<file path="src/symb_rate_div_defines.svh">
////////////////////////////////////////////////////////////////////////////
// Widths, stage count and register map of the symbol-rate divider
// Include in every file that needs one of these constants
////////////////////////////////////////////////////////////////////////////

`ifndef SYMB_RATE_DIV_DEFINES_SVH
`define SYMB_RATE_DIV_DEFINES_SVH

// Sample and pipeline sizing
`define SRD_SAMPLE_W        16
`define SRD_NUM_STAGES      2

// Register port
`define SRD_ADDR_W          4
`define SRD_DATA_W          32

// Word addresses of the registers
`define SRD_REG_ID          0
`define SRD_REG_RATE        1
`define SRD_REG_COUNT       2
`define SRD_NUM_REGS        3

// Identifier word halves
`define SRD_MODULE_ID       16'h05D1
`define SRD_MODULE_VERSION  16'h0001

`endif
</file>
<file path="src/symb_rate_div_pkg.sv">
////////////////////////////////////////////////////////////////////////////
// Shared types of the symbol-rate divider, referenced by scoped names
////////////////////////////////////////////////////////////////////////////

`include "symb_rate_div_defines.svh"

package symb_rate_div_pkg;

    // One complex sample
    typedef struct packed {
        logic signed [`SRD_SAMPLE_W-1:0] i;
        logic signed [`SRD_SAMPLE_W-1:0] q;
    } sample_t;

    // Stream beat, last marks the final sample of a frame
    typedef struct packed {
        sample_t sample;
        logic    last;
    } beat_t;

    // Code 3 is reserved
    typedef enum logic [1:0] {
        RATE_FULL    = 2'd0,
        RATE_HALF    = 2'd1,
        RATE_QUARTER = 2'd2
    } rate_sel_e;

    typedef enum logic [1:0] {
        RESP_OKAY        = 2'd0,
        RESP_SLAVE_ERROR = 2'd2
    } avmm_resp_e;

endpackage

</file>
<file path="src/symb_rate_div_top.sv">
////////////////////////////////////////////////////////////////////////////
// Symbol-rate divider top, register block plus the interpolation chain
////////////////////////////////////////////////////////////////////////////

`include "symb_rate_div_defines.svh"

module symb_rate_div_top (
    input  logic                          rst_n_i,
    input  logic                          clk_ifc_avmm,
    input  logic [`SRD_ADDR_W-1:0]        avmm_address_i,
    input  logic                          avmm_write_i,
    input  logic [`SRD_DATA_W-1:0]        avmm_writedata_i,
    input  logic                          avmm_read_i,
    output logic [`SRD_DATA_W-1:0]        avmm_readdata_o,
    output logic                          avmm_readdatavalid_o,
    output logic                          avmm_writeresponsevalid_o,
    output symb_rate_div_pkg::avmm_resp_e avmm_response_o,
    output logic                          avmm_waitrequest_o,
    input  symb_rate_div_pkg::beat_t      in_beat_i,
    input  logic                          in_valid_i,
    output logic                          in_ready_o,
    output symb_rate_div_pkg::beat_t      out_beat_o,
    output logic                          out_valid_o,
    input  logic                          out_ready_i
);

    symb_rate_div_pkg::rate_sel_e rate_sel;
    logic                         beat_done;

    // Index k is the input of stage k, the last index feeds the drain
    symb_rate_div_pkg::beat_t     beat_c  [0:`SRD_NUM_STAGES];
    logic                         valid_c [0:`SRD_NUM_STAGES];
    logic                         ready_c [0:`SRD_NUM_STAGES];
    logic [`SRD_NUM_STAGES-1:0]   en_c    [0:`SRD_NUM_STAGES];

    symb_rate_div_csr i_csr (
        .rst_n_i                   (rst_n_i),
        .clk_ifc_avmm              (clk_ifc_avmm),
        .avmm_address_i            (avmm_address_i),
        .avmm_write_i              (avmm_write_i),
        .avmm_writedata_i          (avmm_writedata_i),
        .avmm_read_i               (avmm_read_i),
        .avmm_readdata_o           (avmm_readdata_o),
        .avmm_readdatavalid_o      (avmm_readdatavalid_o),
        .avmm_writeresponsevalid_o (avmm_writeresponsevalid_o),
        .avmm_response_o           (avmm_response_o),
        .avmm_waitrequest_o        (avmm_waitrequest_o),
        .beat_done_i               (beat_done),
        .rate_sel_o                (rate_sel)
    );

    symb_rate_div_feed i_feed (
        .rst_n_i      (rst_n_i),
        .clk_ifc_avmm (clk_ifc_avmm),
        .in_beat_i    (in_beat_i),
        .in_valid_i   (in_valid_i),
        .in_ready_o   (in_ready_o),
        .rate_sel_i   (rate_sel),
        .beat_o       (beat_c[0]),
        .valid_o      (valid_c[0]),
        .enable_o     (en_c[0]),
        .ready_i      (ready_c[0])
    );

    for (genvar k = 0; k < `SRD_NUM_STAGES; k++) begin : g_stage
        symb_rate_div_interp_stage #(
            .STAGE_IDX (k)
        ) i_stage (
            .rst_n_i      (rst_n_i),
            .clk_ifc_avmm (clk_ifc_avmm),
            .beat_i       (beat_c[k]),
            .valid_i      (valid_c[k]),
            .enable_i     (en_c[k]),
            .ready_o      (ready_c[k]),
            .beat_o       (beat_c[k+1]),
            .valid_o      (valid_c[k+1]),
            .enable_o     (en_c[k+1]),
            .ready_i      (ready_c[k+1])
        );
    end

    symb_rate_div_drain i_drain (
        .rst_n_i      (rst_n_i),
        .clk_ifc_avmm (clk_ifc_avmm),
        .beat_i       (beat_c[`SRD_NUM_STAGES]),
        .valid_i      (valid_c[`SRD_NUM_STAGES]),
        .ready_o      (ready_c[`SRD_NUM_STAGES]),
        .out_beat_o   (out_beat_o),
        .out_valid_o  (out_valid_o),
        .out_ready_i  (out_ready_i),
        .beat_done_o  (beat_done)
    );

endmodule

</file>
<file path="src/symb_rate_div_drain.sv">
////////////////////////////////////////////////////////////////////////////
// Output skid buffer, reports every delivered beat to the register block
////////////////////////////////////////////////////////////////////////////

module symb_rate_div_drain (
    input  logic                     rst_n_i,
    input  logic                     clk_ifc_avmm,
    input  symb_rate_div_pkg::beat_t beat_i,
    input  logic                     valid_i,
    output logic                     ready_o,
    output symb_rate_div_pkg::beat_t out_beat_o,
    output logic                     out_valid_o,
    input  logic                     out_ready_i,
    output logic                     beat_done_o
);

    symb_rate_div_pkg::beat_t skid_q;
    logic                     skid_valid_q;
    logic                     out_free;
    logic                     take;

    // Registered ready, the skid entry absorbs the beat in flight
    assign ready_o  = !skid_valid_q;
    assign out_free = !out_valid_o || out_ready_i;
    assign take     = valid_i && ready_o;

    always_ff @(posedge clk_ifc_avmm or negedge rst_n_i) begin
        if (!rst_n_i) begin
            out_valid_o  <= 1'b0;
            skid_valid_q <= 1'b0;
            beat_done_o  <= 1'b0;
        end else begin
            beat_done_o <= out_valid_o && out_ready_i;
            if (out_free) begin
                out_valid_o  <= skid_valid_q || take;
                skid_valid_q <= 1'b0;
            end else if (take) begin
                skid_valid_q <= 1'b1;
            end
        end
    end

    always_ff @(posedge clk_ifc_avmm) begin
        if (out_free) begin
            if (skid_valid_q) begin
                out_beat_o <= skid_q;
            end else if (take) begin
                out_beat_o <= beat_i;
            end
        end else if (take) begin
            skid_q <= beat_i;
        end
    end

endmodule

</file>
<file path="src/symb_rate_div_interp_stage.sv">
////////////////////////////////////////////////////////////////////////////
// One 2x linear interpolation stage, bypassed when its enable bit is low
////////////////////////////////////////////////////////////////////////////

`include "symb_rate_div_defines.svh"

module symb_rate_div_interp_stage #(
    parameter int STAGE_IDX = 0
) (
    input  logic                        rst_n_i,
    input  logic                        clk_ifc_avmm,
    input  symb_rate_div_pkg::beat_t    beat_i,
    input  logic                        valid_i,
    input  logic [`SRD_NUM_STAGES-1:0]  enable_i,
    output logic                        ready_o,
    output symb_rate_div_pkg::beat_t    beat_o,
    output logic                        valid_o,
    output logic [`SRD_NUM_STAGES-1:0]  enable_o,
    input  logic                        ready_i
);

    typedef enum logic {
        EMIT_MID,
        EMIT_ORIG
    } state_e;

    state_e                     state_q;
    logic                       first_q;
    logic                       load;
    logic                       take;
    logic                       en_self;
    symb_rate_div_pkg::sample_t prev_q;
    symb_rate_div_pkg::beat_t   hold_q;

    // Floor of the average, bits [W:1] of the sign-extended sum
    function automatic symb_rate_div_pkg::sample_t midpoint(
        input symb_rate_div_pkg::sample_t a,
        input symb_rate_div_pkg::sample_t b
    );
        symb_rate_div_pkg::sample_t m;
        logic [`SRD_SAMPLE_W:0]     sum_i;
        logic [`SRD_SAMPLE_W:0]     sum_q;
        sum_i = {a.i[`SRD_SAMPLE_W-1], a.i} + {b.i[`SRD_SAMPLE_W-1], b.i};
        sum_q = {a.q[`SRD_SAMPLE_W-1], a.q} + {b.q[`SRD_SAMPLE_W-1], b.q};
        m.i   = sum_i[`SRD_SAMPLE_W:1];
        m.q   = sum_q[`SRD_SAMPLE_W:1];
        return m;
    endfunction

    assign en_self = enable_i[STAGE_IDX];
    assign load    = !valid_o || ready_i;
    // No intake while the original sample is still pending
    assign ready_o = load && state_q == EMIT_MID;
    assign take    = valid_i && ready_o;

    ////////////////////////////////////////////////////////////////////////////
    // Control

    always_ff @(posedge clk_ifc_avmm or negedge rst_n_i) begin
        if (!rst_n_i) begin
            state_q <= EMIT_MID;
            first_q <= 1'b1;
            valid_o <= 1'b0;
        end else if (load) begin
            if (state_q == EMIT_ORIG) begin
                valid_o <= 1'b1;
                state_q <= EMIT_MID;
            end else begin
                valid_o <= valid_i;
                if (valid_i) begin
                    first_q <= beat_i.last;
                    if (en_self) begin
                        state_q <= EMIT_ORIG;
                    end
                end
            end
        end
    end

    ////////////////////////////////////////////////////////////////////////////
    // Datapath

    always_ff @(posedge clk_ifc_avmm) begin
        if (load && state_q == EMIT_ORIG) begin
            beat_o <= hold_q;
        end else if (take) begin
            enable_o <= enable_i;
            prev_q   <= beat_i.sample;
            hold_q   <= beat_i;
            if (en_self) begin
                // Frame start pairs the first sample with itself
                beat_o.sample <= midpoint(first_q ? beat_i.sample : prev_q, beat_i.sample);
                beat_o.last   <= 1'b0;
            end else begin
                beat_o <= beat_i;
            end
        end
    end

    a_hold_under_stall : assert property (
        @(posedge clk_ifc_avmm) disable iff (!rst_n_i)
        valid_o && !ready_i |=> valid_o && $stable(beat_o)
    );

endmodule

</file>
<file path="src/symb_rate_div_feed.sv">
////////////////////////////////////////////////////////////////////////////
// Stream intake that picks up the rate at frame start and tags each beat
////////////////////////////////////////////////////////////////////////////

`include "symb_rate_div_defines.svh"

module symb_rate_div_feed (
    input  logic                            rst_n_i,
    input  logic                            clk_ifc_avmm,
    input  symb_rate_div_pkg::beat_t        in_beat_i,
    input  logic                            in_valid_i,
    output logic                            in_ready_o,
    input  symb_rate_div_pkg::rate_sel_e    rate_sel_i,
    output symb_rate_div_pkg::beat_t        beat_o,
    output logic                            valid_o,
    output logic [`SRD_NUM_STAGES-1:0]      enable_o,
    input  logic                            ready_i
);

    symb_rate_div_pkg::rate_sel_e rate_q;
    symb_rate_div_pkg::rate_sel_e next_rate;
    logic                         run_q;
    logic                         first_q;
    logic                         load;
    logic                         take;

    // Half turns on stage 0, quarter turns on stages 0 and 1
    function automatic logic [`SRD_NUM_STAGES-1:0] stage_enables(
        input symb_rate_div_pkg::rate_sel_e rate
    );
        logic [`SRD_NUM_STAGES-1:0] en;
        for (int k = 0; k < `SRD_NUM_STAGES; k++) begin
            en[k] = k < int'(rate);
        end
        return en;
    endfunction

    assign load       = !valid_o || ready_i;
    assign in_ready_o = run_q && load;
    assign take       = in_valid_i && in_ready_o;
    assign next_rate  = first_q ? rate_sel_i : rate_q;

    always_ff @(posedge clk_ifc_avmm or negedge rst_n_i) begin
        if (!rst_n_i) begin
            run_q   <= 1'b0;
            first_q <= 1'b1;
            valid_o <= 1'b0;
        end else begin
            run_q <= 1'b1;
            if (take) begin
                first_q <= in_beat_i.last;
            end
            if (load) begin
                valid_o <= take;
            end
        end
    end

    always_ff @(posedge clk_ifc_avmm) begin
        if (take) begin
            beat_o   <= in_beat_i;
            rate_q   <= next_rate;
            enable_o <= stage_enables(next_rate);
        end
    end

    a_rate_not_reserved : assert property (
        @(posedge clk_ifc_avmm) disable iff (!rst_n_i)
        valid_o |-> rate_q != 2'd3
    );

endmodule

</file>
<file path="src/symb_rate_div_csr.sv">
////////////////////////////////////////////////////////////////////////////
// Register block with rate select, identifier word and output beat count
////////////////////////////////////////////////////////////////////////////

`include "symb_rate_div_defines.svh"

module symb_rate_div_csr (
    input  logic                          rst_n_i,
    input  logic                          clk_ifc_avmm,
    input  logic [`SRD_ADDR_W-1:0]        avmm_address_i,
    input  logic                          avmm_write_i,
    input  logic [`SRD_DATA_W-1:0]        avmm_writedata_i,
    input  logic                          avmm_read_i,
    output logic [`SRD_DATA_W-1:0]        avmm_readdata_o,
    output logic                          avmm_readdatavalid_o,
    output logic                          avmm_writeresponsevalid_o,
    output symb_rate_div_pkg::avmm_resp_e avmm_response_o,
    output logic                          avmm_waitrequest_o,
    input  logic                          beat_done_i,
    output symb_rate_div_pkg::rate_sel_e  rate_sel_o
);

    logic [`SRD_ADDR_W-3:0] word_addr;
    logic                   rd_stb;
    logic                   wr_stb;
    logic                   addr_bad;
    logic                   code_bad;
    logic [`SRD_DATA_W-1:0] count_q;

    // Byte address to word address
    assign word_addr = avmm_address_i[`SRD_ADDR_W-1:2];
    assign rd_stb    = avmm_read_i && !avmm_waitrequest_o;
    assign wr_stb    = avmm_write_i && !avmm_waitrequest_o;
    assign addr_bad  = word_addr >= `SRD_NUM_REGS;
    assign code_bad  = avmm_writedata_i[1:0] == 2'd3;

    ////////////////////////////////////////////////////////////////////////////
    // Handshake, rate register and beat counter

    always_ff @(posedge clk_ifc_avmm or negedge rst_n_i) begin
        if (!rst_n_i) begin
            avmm_waitrequest_o        <= 1'b1;
            avmm_readdatavalid_o      <= 1'b0;
            avmm_writeresponsevalid_o <= 1'b0;
            rate_sel_o                <= symb_rate_div_pkg::RATE_FULL;
            count_q                   <= '0;
        end else begin
            avmm_waitrequest_o        <= 1'b0;
            avmm_readdatavalid_o      <= rd_stb;
            avmm_writeresponsevalid_o <= wr_stb;
            // Reserved code leaves the rate unchanged
            if (wr_stb && word_addr == `SRD_REG_RATE && !code_bad) begin
                rate_sel_o <= symb_rate_div_pkg::rate_sel_e'(avmm_writedata_i[1:0]);
            end
            if (beat_done_i) begin
                count_q <= count_q + 1'b1;
            end
        end
    end

    ////////////////////////////////////////////////////////////////////////////
    // Read data and response

    always_ff @(posedge clk_ifc_avmm) begin
        if (rd_stb) begin
            avmm_response_o <= addr_bad ? symb_rate_div_pkg::RESP_SLAVE_ERROR
                                        : symb_rate_div_pkg::RESP_OKAY;
            case (word_addr)
                `SRD_REG_ID:    avmm_readdata_o <= {`SRD_MODULE_ID, `SRD_MODULE_VERSION};
                `SRD_REG_RATE:  avmm_readdata_o <= `SRD_DATA_W'(rate_sel_o);
                `SRD_REG_COUNT: avmm_readdata_o <= count_q;
                default:        avmm_readdata_o <= '0;
            endcase
        end else if (wr_stb) begin
            // ID and COUNT writes are dropped silently
            if (addr_bad || (word_addr == `SRD_REG_RATE && code_bad)) begin
                avmm_response_o <= symb_rate_div_pkg::RESP_SLAVE_ERROR;
            end else begin
                avmm_response_o <= symb_rate_div_pkg::RESP_OKAY;
            end
        end
    end

    a_no_rd_wr_overlap : assert property (
        @(posedge clk_ifc_avmm) disable iff (!rst_n_i)
        !(avmm_read_i && avmm_write_i)
    );

    a_one_valid_at_a_time : assert property (
        @(posedge clk_ifc_avmm) disable iff (!rst_n_i)
        !(avmm_readdatavalid_o && avmm_writeresponsevalid_o)
    );

endmodule

</file>
<file path="config.mk">
export PLATFORM = sky130hd
export DESIGN_NAME = symb_rate_div_top
export DESIGN_NICKNAME = d
export VERILOG_FILES = /design/src/symb_rate_div_pkg.sv /design/src/symb_rate_div_top.sv /design/src/symb_rate_div_drain.sv /design/src/symb_rate_div_interp_stage.sv /design/src/symb_rate_div_feed.sv /design/src/symb_rate_div_csr.sv
export VERILOG_INCLUDE_DIRS = /design/src
export SDC_FILE = /design/constraint.sdc
export NUM_CORES = 1
export LEC_CHECK = 0
export BUFFER_PORTS_ARGS = -buffer_cell sky130_fd_sc_hd__buf_4
export CAP_MARGIN = 15
export CORE_UTILIZATION = 64
export CTS_CLUSTER_DIAMETER = 30
export DETAILED_ROUTE_END_ITERATION = 8
export GPL_ROUTABILITY_DRIVEN = 0
export MAX_ROUTING_LAYER = met4
export PLACE_DENSITY = 0.85
export SYNTH_ARGS = -nofsm -noshare
export SYNTH_HDL_FRONTEND = slang
export SYNTH_SLANG_ARGS = --single-unit
export TNS_END_PERCENT = 100
</file>
<file path="constraint.sdc">
create_clock -name clk_ifc_avmm -period 8.25 [get_ports clk_ifc_avmm]
set_input_delay 0.4125 -clock clk_ifc_avmm [delete_from_list [all_inputs] [get_ports clk_ifc_avmm]]
set_output_delay 0.4125 -clock clk_ifc_avmm [all_outputs]
set_load 0.005 [all_outputs]
</file>
After elaboration in Yosys (flattened, before gate mapping)
Cells that the tools add are included.
{"block": "word_totals", "elab_cells": 125, "reg_bits": 320, "input_bits": 75, "out_inout_bits": 72}
{"block": "classes", "n_addsub": 5, "eq_ne": 3, "n_reduce_logical": 40, "mux": 26, "order_cmp": 3, "bitwise_logic": 5}
{"op": "two-way mux 33 bit", "count": 8}
{"op": "one-hot mux 32 bit (3 select lines)", "count": 1}
{"op": "adder 16 x 16 -> 17 bit", "count": 4}
{"op": "two-way mux 32 bit", "count": 2}
{"op": "adder 32 x 1 -> 32 bit (second input constant)", "count": 1}
{"op": "logical AND 1 bit", "count": 15}
{"op": "two-way mux 1 bit", "count": 10}
{"op": "two-way mux 2 bit", "count": 5}
{"op": "nonzero test 2 bit", "count": 5}
{"op": "AND reduction 2 bit", "count": 4}
{"op": "logical NOT 1 bit", "count": 7}
{"op": "logical OR 1 bit", "count": 6}
{"op": "AND reduction 3 bit", "count": 2}
{"op": "inverter 1 bit", "count": 5}
{"op": "equality test 2 bit (second input constant)", "count": 2}
{"op": "< comparator 1 x 2 -> 1 bit (first input constant)", "count": 2}
{"op": "equality test 2 x 1 -> 1 bit (second input constant)", "count": 1}
{"op": "greater-or-equal comparator 2 bit (second input constant)", "count": 1}
{"op": "logical NOT 2 bit", "count": 1}

Depth between registers and ports, before layout
Gate-level depths: netlist of the first run.
{"block": "depth", "depth_word": 8, "mapped_depth": 12}

Hierarchy
Synthesis of the first run repeated with hierarchy kept, for this count alone.
{"block": "hier_totals", "cells_unflattened": 1239, "hier_area_um2": 16148.0}
{"module": "symb_rate_div_interp_stage (g_stage[1].i_stage)", "seq_area_each_um2": 2118.3, "n_inst": 1, "cells_each": 438, "area_each_um2": 4712.0}
{"module": "symb_rate_div_interp_stage (g_stage[0].i_stage)", "seq_area_each_um2": 2118.3, "n_inst": 1, "cells_each": 413, "area_each_um2": 4599.4}
{"module": "symb_rate_div_csr", "seq_area_each_um2": 1918.1, "n_inst": 1, "cells_each": 222, "area_each_um2": 2925.3}
{"module": "symb_rate_div_drain", "seq_area_each_um2": 2057.0, "n_inst": 1, "cells_each": 114, "area_each_um2": 2646.3}
{"module": "symb_rate_div_feed", "seq_area_each_um2": 1157.4, "n_inst": 1, "cells_each": 52, "area_each_um2": 1265.0}

Worst setup path after synthesis of the first run
No wires, ideal clock.
{"block": "synth_path", "kind": "reg-to-reg", "startpoint": "register g_stage[1].i_stage.valid_o", "endpoint": "register g_stage[0].i_stage.first_q", "n_path_buf": 0, "stages_incl_launch_ff": 5, "t_arrival_ns": 3.909, "period_less_slack_ns": 3.981, "t_required_ns": 8.178, "setup_time_ns": 0.072, "path_slack_ns": 4.269, "path_cell_list": "dfrtp_1 > a21oi_1 > nor2b_2 > nor3b_1 > mux2_2"}
{"block": "synth_between", "elab_chain_cells": 5}
{"item": "from (decl)", "line_no": "symb_rate_div_interp_stage.sv:17", "text": "output logic valid_o,"}
{"item": "from (signal assigned)", "line_no": "symb_rate_div_interp_stage.sv:69", "text": "valid_o <= valid_i;"}
{"item": "logical NOT 1 bit", "line_no": "symb_rate_div_interp_stage.sv:51", "text": "assign load = !valid_o || ready_i;"}
{"item": "logical OR 1 bit", "line_no": "symb_rate_div_interp_stage.sv:51"}
{"item": "logical AND 1 bit", "line_no": "symb_rate_div_interp_stage.sv:53", "text": "assign ready_o = load && state_q == EMIT_MID;"}
{"item": "logical OR 1 bit", "line_no": "symb_rate_div_interp_stage.sv:51"}
{"item": "AND reduction 3 bit (no source line)"}
{"item": "to (signal assigned)", "line_no": "symb_rate_div_interp_stage.sv:71", "text": "first_q <= beat_i.last;"}
{"item": "to (decl)", "line_no": "symb_rate_div_interp_stage.sv:28", "text": "logic first_q;"}
Every way passes these cells.
A chain may end at the register's enable or synchronous reset.

Worst setup path in the final report of the first run
{"block": "layout_path", "startpoint": "register g_stage[1].i_stage.first_q", "endpoint": "register g_stage[1].i_stage.beat_o[14] (netlist bit), data pin"}
{"block": "layout_between", "elab_chain_cells": 5}
{"item": "from (decl)", "line_no": "symb_rate_div_interp_stage.sv:28"}
{"item": "from (signal assigned)", "line_no": "symb_rate_div_interp_stage.sv:71"}
{"item": "two-way mux 32 bit", "line_no": "symb_rate_div_interp_stage.sv:92", "text": "beat_o.sample <= midpoint(first_q ? beat_i.sample : prev_q, beat_i.sample);"}
{"item": "adder 16 x 16 -> 17 bit", "line_no": "symb_rate_div_interp_stage.sv:44", "text": "sum_q = {a.q[`SRD_SAMPLE_W-1], a.q} + {b.q[`SRD_SAMPLE_W-1], b.q};"}
{"item": "two-way mux 33 bit", "line_no": "symb_rate_div_interp_stage.sv:90", "text": "if (en_self) begin"}
{"item": "two-way mux 33 bit", "line_no": "symb_rate_div_interp_stage.sv:86", "text": "end else if (take) begin"}
{"item": "two-way mux 33 bit", "line_no": "symb_rate_div_interp_stage.sv:84", "text": "if (load && state_q == EMIT_ORIG) begin"}
{"item": "to (signal assigned)", "line_no": "symb_rate_div_interp_stage.sv:85", "text": "beat_o <= hold_q;"}
{"item": "to (signal assigned)", "line_no": "symb_rate_div_interp_stage.sv:95", "text": "beat_o <= beat_i;"}
{"item": "to (decl)", "line_no": "symb_rate_div_interp_stage.sv:16", "text": "output symb_rate_div_pkg::beat_t beat_o,"}
Every way passes these cells. The select of a mux whose other input is x is not followed.

==> impl_metrics.csv, run 1 <==
group,metric,value,unit
outcome,status,"completed",
place,dp_hpwl,19910,µm
worst_setup_path,arrival,3.99,ns
routing,routed_wirelength,32210,µm
pwr,pwr-share-seq,33.0,%
worst_setup_path,crit_family,"compound AO/OA/AOI/OAI gates",
yosys,ys.flop_type,"edfxtp_1",
timing,drv_slew,0,
pwr,max-vdd-ir-drop,0.2783,mV
worst_setup_path,cp_cell_sequence,"mux2_2 -> fa_1 -> a211oi_1 -> nor2_1 -> o22a_2 -> a311oi_2 -> o211a_1 -> o21ai_1 -> a21oi_1",
worst_setup_path,critPathBufInv,0,
pwr,pwr-share-clk,26.4,%
global_routing,grt_max_degree,55,
min_path,hold_path.class,"in -> reg",
global_routing,antenna_found_initial,0,
timing,fmax,0.2768,GHz
yosys,syn_inst,1225,
yosys,syn_area_per_cell,12.81,µm²
global_routing,gr-total-overflow,0,
global_routing,grt_pass1_wl,51160,µm
timing,tightestPinTransition,1.026,ns
routing,wire_per_inst,18.55,µm
yosys,synth_edf_count,268,
global_routing,track_usage,26.91,%
cts,root_buffer,"clkbuf_16",
final_layout,final_common_cell,"edfxtp_1",
yosys,ys_warn_count,0,
cts,cts.path.max_buffers,3,
run,max_cap_viol_count,0,
worst_setup_path,cp.required,8.63,ns
cts,cts.repair.resized,0,
pwr,power,8.925,mW
pwr,cellPowerDensity,472.7,mW/mm²
yosys,ys_types,73,
final_layout,drive_gt1_share,24.98,%
cts,htree_levels,2,
floorplan,die-width,158.6,µm
global_routing,grt_pass1_vias,10180,
yosys,synth-seq-area-share,59.12,%
cts,tritoncts,"built",
final_layout,fin_nets,1509,
floorplan,die_height,158.6,µm
routing,viasPerCell,6.099,
cts,cts_buffers,57,
routing,drcViolationCount,0,
cts,clk_latency,0.56,ns
floorplan,dieArea,0.02515,mm²
floorplan,start_util,66.07,%
worst_setup_path,crit_fanout,35,
pwr,p_int,5.667,mW
pwr,leakage,7.362,nW
place,dpl.cell_count,1627,
timing,setup_tns,0,ns
final_layout,final_cell_mix,"edfxtp_1, buf_4, mux2_2",
worst_setup_path,cp_slowest_stage_delay,1.10,ns
timing,relSlewSlack,31.55,%
place,port_buffers,113,
final_layout,area.growth.synth_to_final,20.31,%
timing,period_minus_slack,3.612,ns
final_layout,layoutNonFillerInstCount,1736,
floorplan,ios,147,
timing,skew,0.01903,ns
worst_setup_path,cp-start-kind,"flip-flop",
cts,cts_setup_buffers,0,
worst_setup_path,slowest_stage,"dfstp_2",
yosys,netlist_area,0.01569,mm²
floorplan,core_area,0.02375,mm²
yosys,ys_ff_latch,317,
routing,ant_nets,0,
timing,setup-violations-final,0,
timing,rsz0062_at_grt,"no",
routing,initialDrtViolationCount,1057,
cts,path_clk_slew,0.05,ns
pwr,power.share.switching,36.50,%
routing,dr_total_vias,10590,
timing,hold_viol,0,
timing,timing.final.crit_share,43.79,%
pwr,power_frac_comb,40.6,%
worst_setup_path,crit_path_end_kind,"flip-flop",
final_layout,num_antenna_cells,0,
routing,firstDrtPassIters,6,
worst_setup_path,crit_type,"reg -> reg",
pwr,p_switching,3.257,mW
yosys,synthArstFlopShare,15.46,%
cts,cts_num_sinks,317,
floorplan,rows,56,
==> path summary, 6_finish.rpt <==
path,start,end,slack [ns],depth (start not counted)
setup reg to reg,g_stage[1].i_stage.first_q,g_stage[1].i_stage.beat_o[14],4.64,9
max in group asynchronous,rst_n_i,i_csr.count_q[6],7.39,2
hold reg to reg,g_stage[1].i_stage.beat_o[3],i_drain.skid_q[3],0.45,0
hold / removal,in_beat_i[31],i_feed.beat_o[31],0.03,1
min in group asynchronous,rst_n_i,i_csr.count_q[31],0.41,2
setup / recovery,g_stage[1].i_stage.first_q,g_stage[1].i_stage.beat_o[14],4.64,9
==> through the flow <==
step	worst slack [ns]	hold WS (ns)	instance area, µm²	utilization, %
2_1_floorplan	4.269	0.1169	15700	-
3_3_place_gp	4.790	0.4329	16870	71.03
3_5_place_dp	4.709	0.4362	16880	71.06
4_1_cts	4.645	0.005816	18870	79.45
5_1_grt	4.244	0.002033	18880	79.49
6_report	4.638	0.02710	18880	79.49
==> per-layer routing <==
layer	track usage (%)	up-vias	wire, µm	share of wire [%]
met5	-	-	0	0
met4	8.471	0	669	2.1
met3	4.083	75	2024	6.3
met2	43.67	464	15770	49
met1	35.13	5122	13740	43
li1	-	4926	-	-
==> flip-flops by register name, summed over array words and instances (netlist names), 2 cells and up <==
register,flops
i_drain.out_beat_o,33
g_stage.i_stage.beat_o,66
g_stage.i_stage.prev_q,64
i_csr.avmm_readdata_o,32
i_csr.rate_sel_o,2
g_stage.i_stage.valid_o,2
i_csr.count_q,32
i_feed.beat_o,33
g_stage.i_stage.state_q,2
g_stage.i_stage.first_q,2
g_stage.i_stage.hold_q,2
i_drain.skid_q,33
i_feed.rate_q,2
==> area by class of cell <==
type                       instances  area, µm²
clock buffer                      60       1459
clock inverter                    47      523.0
tap                              319      399.1
inverter                          22      82.58
fill                            1315       4872
multi-input combinational        840       6150
timing repair buffer             131      988.4
sequential                       317       9279
==> synthesized netlist by cell type, types with 5 or more instances <==
cell type  number  area share (%)
edfxtp_1      268              51
o211a_1         5            0.32
and2_1         32             1.3
mux2i_1        26             1.7
a211oi_1        9            0.43
xor2_1         22             1.2
o21a_1         20            0.96
o21ai_0        73             2.3
buf_2           7            0.22
a31oi_1         8            0.32
nor2_1         62             1.5
dfrtp_1        45             7.2
nand3_1        17            0.54
o21ai_1         7            0.22
nor2b_1        13            0.52
and3_1         18            0.72
mux2_2         97             7.0
nor4_1          6            0.24
a21o_1         12            0.57
or3_1           6            0.24
xnor2_1        53             3.0
nand2b_1       12            0.48
clkbuf_1       36            0.86
nand2_1        79             1.9
o211ai_1        5            0.24
a21oi_1        92             2.9
ha_1           61             4.9
nand4_1        14            0.56
inv_1          22            0.53
nor3_1         13            0.41
nor3b_1        11            0.53
==> worst register-to-register path: stages, from the launching register on <==
cell      delay (ns)
dfstp_2         1.10
mux2_2          0.48
fa_1            0.46
a211oi_1        0.25
nor2_1          0.11
o22a_2          0.27
a311oi_2        0.28
o211a_1         0.18
o21ai_1         0.07
a21oi_1         0.23
==> logic make-up after synthesis <==
logic type	count (synthesis)	share of synthesized area, %
AND/OR/NAND/NOR	296	9.559
other	2	0.04785
XOR/XNOR	75	4.186
buffers and inverters	69	1.826
adder cells (fa/ha/maj)	65	5.374
flip-flops	317	59.12
multiplexers	123	8.618
AO/OA/AOI/OAI	278	11.27
==> repair_timing <==
action / CTS / global route
hold endpoints to repair: 45 / 1
hold buffers: 1 / 1
setup endpoints to repair: 0 / 0
==> power by group through the flow <==
| stage | clock (mW) | combinational [mW] | sequential (mW) |
|---|---|---|---|
| after floorplan | 0 | 2.74 | 2.82 |
| after global placement | 0 | 3.37 | 2.90 |
| after detailed placement | 0 | 3.50 | 2.94 |
| after CTS | 2.38 | 3.58 | 2.94 |
| after global routing | 2.45 | 3.96 | 3.00 |
| final | 2.36 | 3.63 | 2.94 |
(Power assumes the default switching activity.)
==> run 2, diff against run 1 <==
ABC_AREA = 1   (was default)
CORE_UTILIZATION = 60   (was 64)
PLACE_DENSITY = 0.8   (was 0.85)
clock period = 3.4 ns   (was 8.25 ns; I/O delays follow)
==> impl_metrics.csv, run 2 <==
group,metric,value,unit
worst_setup_path,reg2reg_depth,12,
yosys,synth.most_common_cell,"nand2_1",
yosys,ys_warn_count,0,
cts,cts.repair.resized,0,
yosys,syn_area_per_cell,9.110,µm²
floorplan,dieArea,0.02878,mm²
routing,firstDrtPassIters,7,
cts,clk_latency,0.57,ns
global_routing,grt_max_degree,50,
routing,drcViolationCount,0,
timing,drv_slew,0,
global_routing,gr-total-overflow,0,
yosys,ys.flop_type,"edfxtp_1",
timing,relSlewSlack,35.72,%
routing,initialDrtViolationCount,1443,
place,dpl.cell_count,2314,
global_routing,antenna_found_initial,0,
final_layout,largest_register_ffs,66,
final_layout,layoutNonFillerInstCount,2463,
worst_setup_path,crit_type,"reg -> reg",
timing,rsz0062_at_grt,"no",
worst_setup_path,crit_path_end_kind,"flip-flop",
worst_setup_path,r2r-start,"g_stage[1].i_stage.first_q",
yosys,ys_types,42,
worst_setup_path,arrival,3.07,ns
final_layout,top_register,"g_stage.i_stage.beat_o",
pwr,leakage,9.176,nW
yosys,synth.largest_area_cell,"edfxtp_1",
floorplan,rows,61,
cts,tritoncts,"built",
timing,hold_viol,0,
timing,finalWorstSetupSlack,0.6291,ns
timing,tightestPinTransition,0.9618,ns
worst_setup_path,cp.required,3.70,ns
timing,setup-violations-final,0,
run,max_cap_viol_count,0,
pwr,max-vdd-ir-drop,0.6759,mV
worst_setup_path,path_common_cell,"nand2_1",
final_layout,regArea,0.009279,mm²
floorplan,start_util,60.86,%
worst_setup_path,crit_cells,12,
yosys,ys_ff_latch,317,
floorplan,die-width,169.6,µm
routing,ant_nets,0,
cts,cts_buffers,56,
place,port_buffers,113,
timing,fmax,0.3609,GHz
pwr,power,21.57,mW
yosys,yosysTopAreaCellShare,47.73,%
outcome,status,"completed",
timing,timing.final.crit_share,81.50,%
worst_setup_path,cp_cell_sequence,"inv_2 -> o21ai_0 -> ha_1 -> nand2_1 -> o21ai_1 -> nand2_1 -> nand2_1 -> nand2_1 -> nand3_1 -> nand3_1 -> nand2_1 -> nand2_1",
yosys,synth-seq-area-share,55.03,%
min_path,hold_path.class,"in -> reg",
worst_setup_path,r2r_slack,0.63,ns
final_layout,final_cell_mix,"nand2_1, edfxtp_1, inv_1",
worst_setup_path,critPathCapture,"g_stage[1].i_stage.beat_o[26]",
final_layout,fin_nets,2177,
yosys,synth_area_leaders,"edfxtp_1, nand2_1, dfrtp_1",
cts,cts_num_sinks,317,
yosys,synthArstFlopShare,15.46,%
yosys,ys_top_cells_by_count,"nand2_1, edfxtp_1, inv_1, nor2_1, a21oi_1",
pwr,cellPowerDensity,1056,mW/mm²
final_layout,drive_gt1_share,14.44,%
final_layout,multi_input_area,0.006477,mm²
place,dp_hpwl,23850,µm
timing,period_minus_slack,2.771,ns
cts,htree_levels,2,
global_routing,grt_pass1_vias,12540,
final_layout,num_antenna_cells,0,
place,pre_cts_ws,0.7192,ns
global_routing,track_usage,26.16,%
worst_setup_path,cp-start-kind,"flip-flop",
timing,setup_tns,0,ns
timing,skew,0.02753,ns
routing,wire_per_inst,14.48,µm
yosys,synth_edf_count,268,
final_layout,final_common_cell,"nand2_1",
worst_setup_path,critPathBufInv,1,
worst_setup_path,r2r_end,"g_stage[1].i_stage.beat_o[26]",
yosys,syn_inst,1851,
cts,root_buffer,"clkbuf_16",
floorplan,ios,147,
global_routing,grt_pass1_wl,59220,µm
floorplan,core_area,0.02771,mm²
cts,cts_setup_buffers,0,
routing,routed_wirelength,35670,µm
worst_setup_path,startpoint,"g_stage[1].i_stage.first_q",
yosys,netlist_area,0.01686,mm²
cts,cts.path.max_buffers,3,
worst_setup_path,crit_family,"simple AND/OR/NAND/NOR gates",
final_layout,n_fill_cell,1909,
worst_setup_path,crit_fanout,40,
cts,ctsHoldBuffers,43,
final_layout,area.growth.synth_to_final,21.12,%
routing,viasPerCell,5.380,
worst_setup_path,slowest_stage,"inv_2",
cts,path_clk_slew,0.05,ns
floorplan,die_height,169.6,µm
final_layout,largestRegisters,"g_stage.i_stage.beat_o (66), g_stage.i_stage.prev_q (64)",
routing,dr_total_vias,13250,
worst_setup_path,cp_slowest_stage_delay,0.49,ns
run 2: power breakdown:
group / switching, mW / internal [mW] / total [mW]
Combinational: 6.05 / 3.35 / 9.40
Clock: 2.08 / 3.25 / 5.32
Sequential: 0.677 / 6.17 / 6.85
run 2: worst min path at each step:
stage	startpoint	end	depth (start not counted)
6_report	avmm_read_i	i_csr.avmm_response_o[1]	3
5_1_grt	avmm_read_i	i_csr.avmm_response_o[1]	3
3_3_place_gp	rst_n_i	i_csr.avmm_writeresponsevalid_o	1
2_1_floorplan	rst_n_i	g_stage[0].i_stage.state_q	0
3_5_place_dp	rst_n_i	i_csr.avmm_writeresponsevalid_o	1
4_1_cts	avmm_read_i	i_csr.avmm_response_o[1]	3
run 2: final cells by class:
type	instances	area share (%)
Sequential cell	317	45.43
Clock buffer	61	7.057
Timing Repair Buffer	175	6.959
Inverter	245	4.509
Tap cell	378	2.316
Multi-Input combinational cell	1242	31.71
Clock inverter	45	2.015
run 2: worst register-to-register path, stage by stage (launching register included):
cell and delay, ns:
dfstp_2 0.37, inv_2 0.49, o21ai_0 0.26, ha_1 0.40, nand2_1 0.08, o21ai_1 0.27
nand2_1 0.08, nand2_1 0.13, nand2_1 0.10, nand3_1 0.08, nand3_1 0.07, nand2_1 0.07
nand2_1 0.08
run 2: kinds of logic (layout without fill, tap and decap cells):
group / after synthesis / count (layout) / share of synthesized area [%]
compound gates: 268 / 268 / 8.362
xor+xnor: 47 / 47 / 2.441
fa+ha+maj: 65 / 65 / 5.001
buf+inv: 293 / 526 / 6.656
flops: 317 / 317 / 55.03
mux: 33 / 33 / 2.204
other cells: 2 / 3 / 0.04454
simple gates: 826 / 826 / 20.26
run 2: routing by layer:
metal	track usage [%]	wire [µm]	vias up
met5	-	0	-
met4	8.147	756	0
li1	-	-	6529
met1	35.76	16110	6140
met2	40.61	16480	508
met3	3.778	2318	74
run 2: stage by stage:
stage | cell area (µm²) | util (%) | hold WS [ns]
after floorplan | 16870 | - | -0.1256
after global placement | 18140 | 65.48 | 0.2201
after detailed placement | 18140 | 65.48 | 0.2264
after CTS | 20420 | 73.72 | 0.002344
after global routing | 20420 | 73.72 | 0.01840
final | 20420 | 73.72 | 0.03597
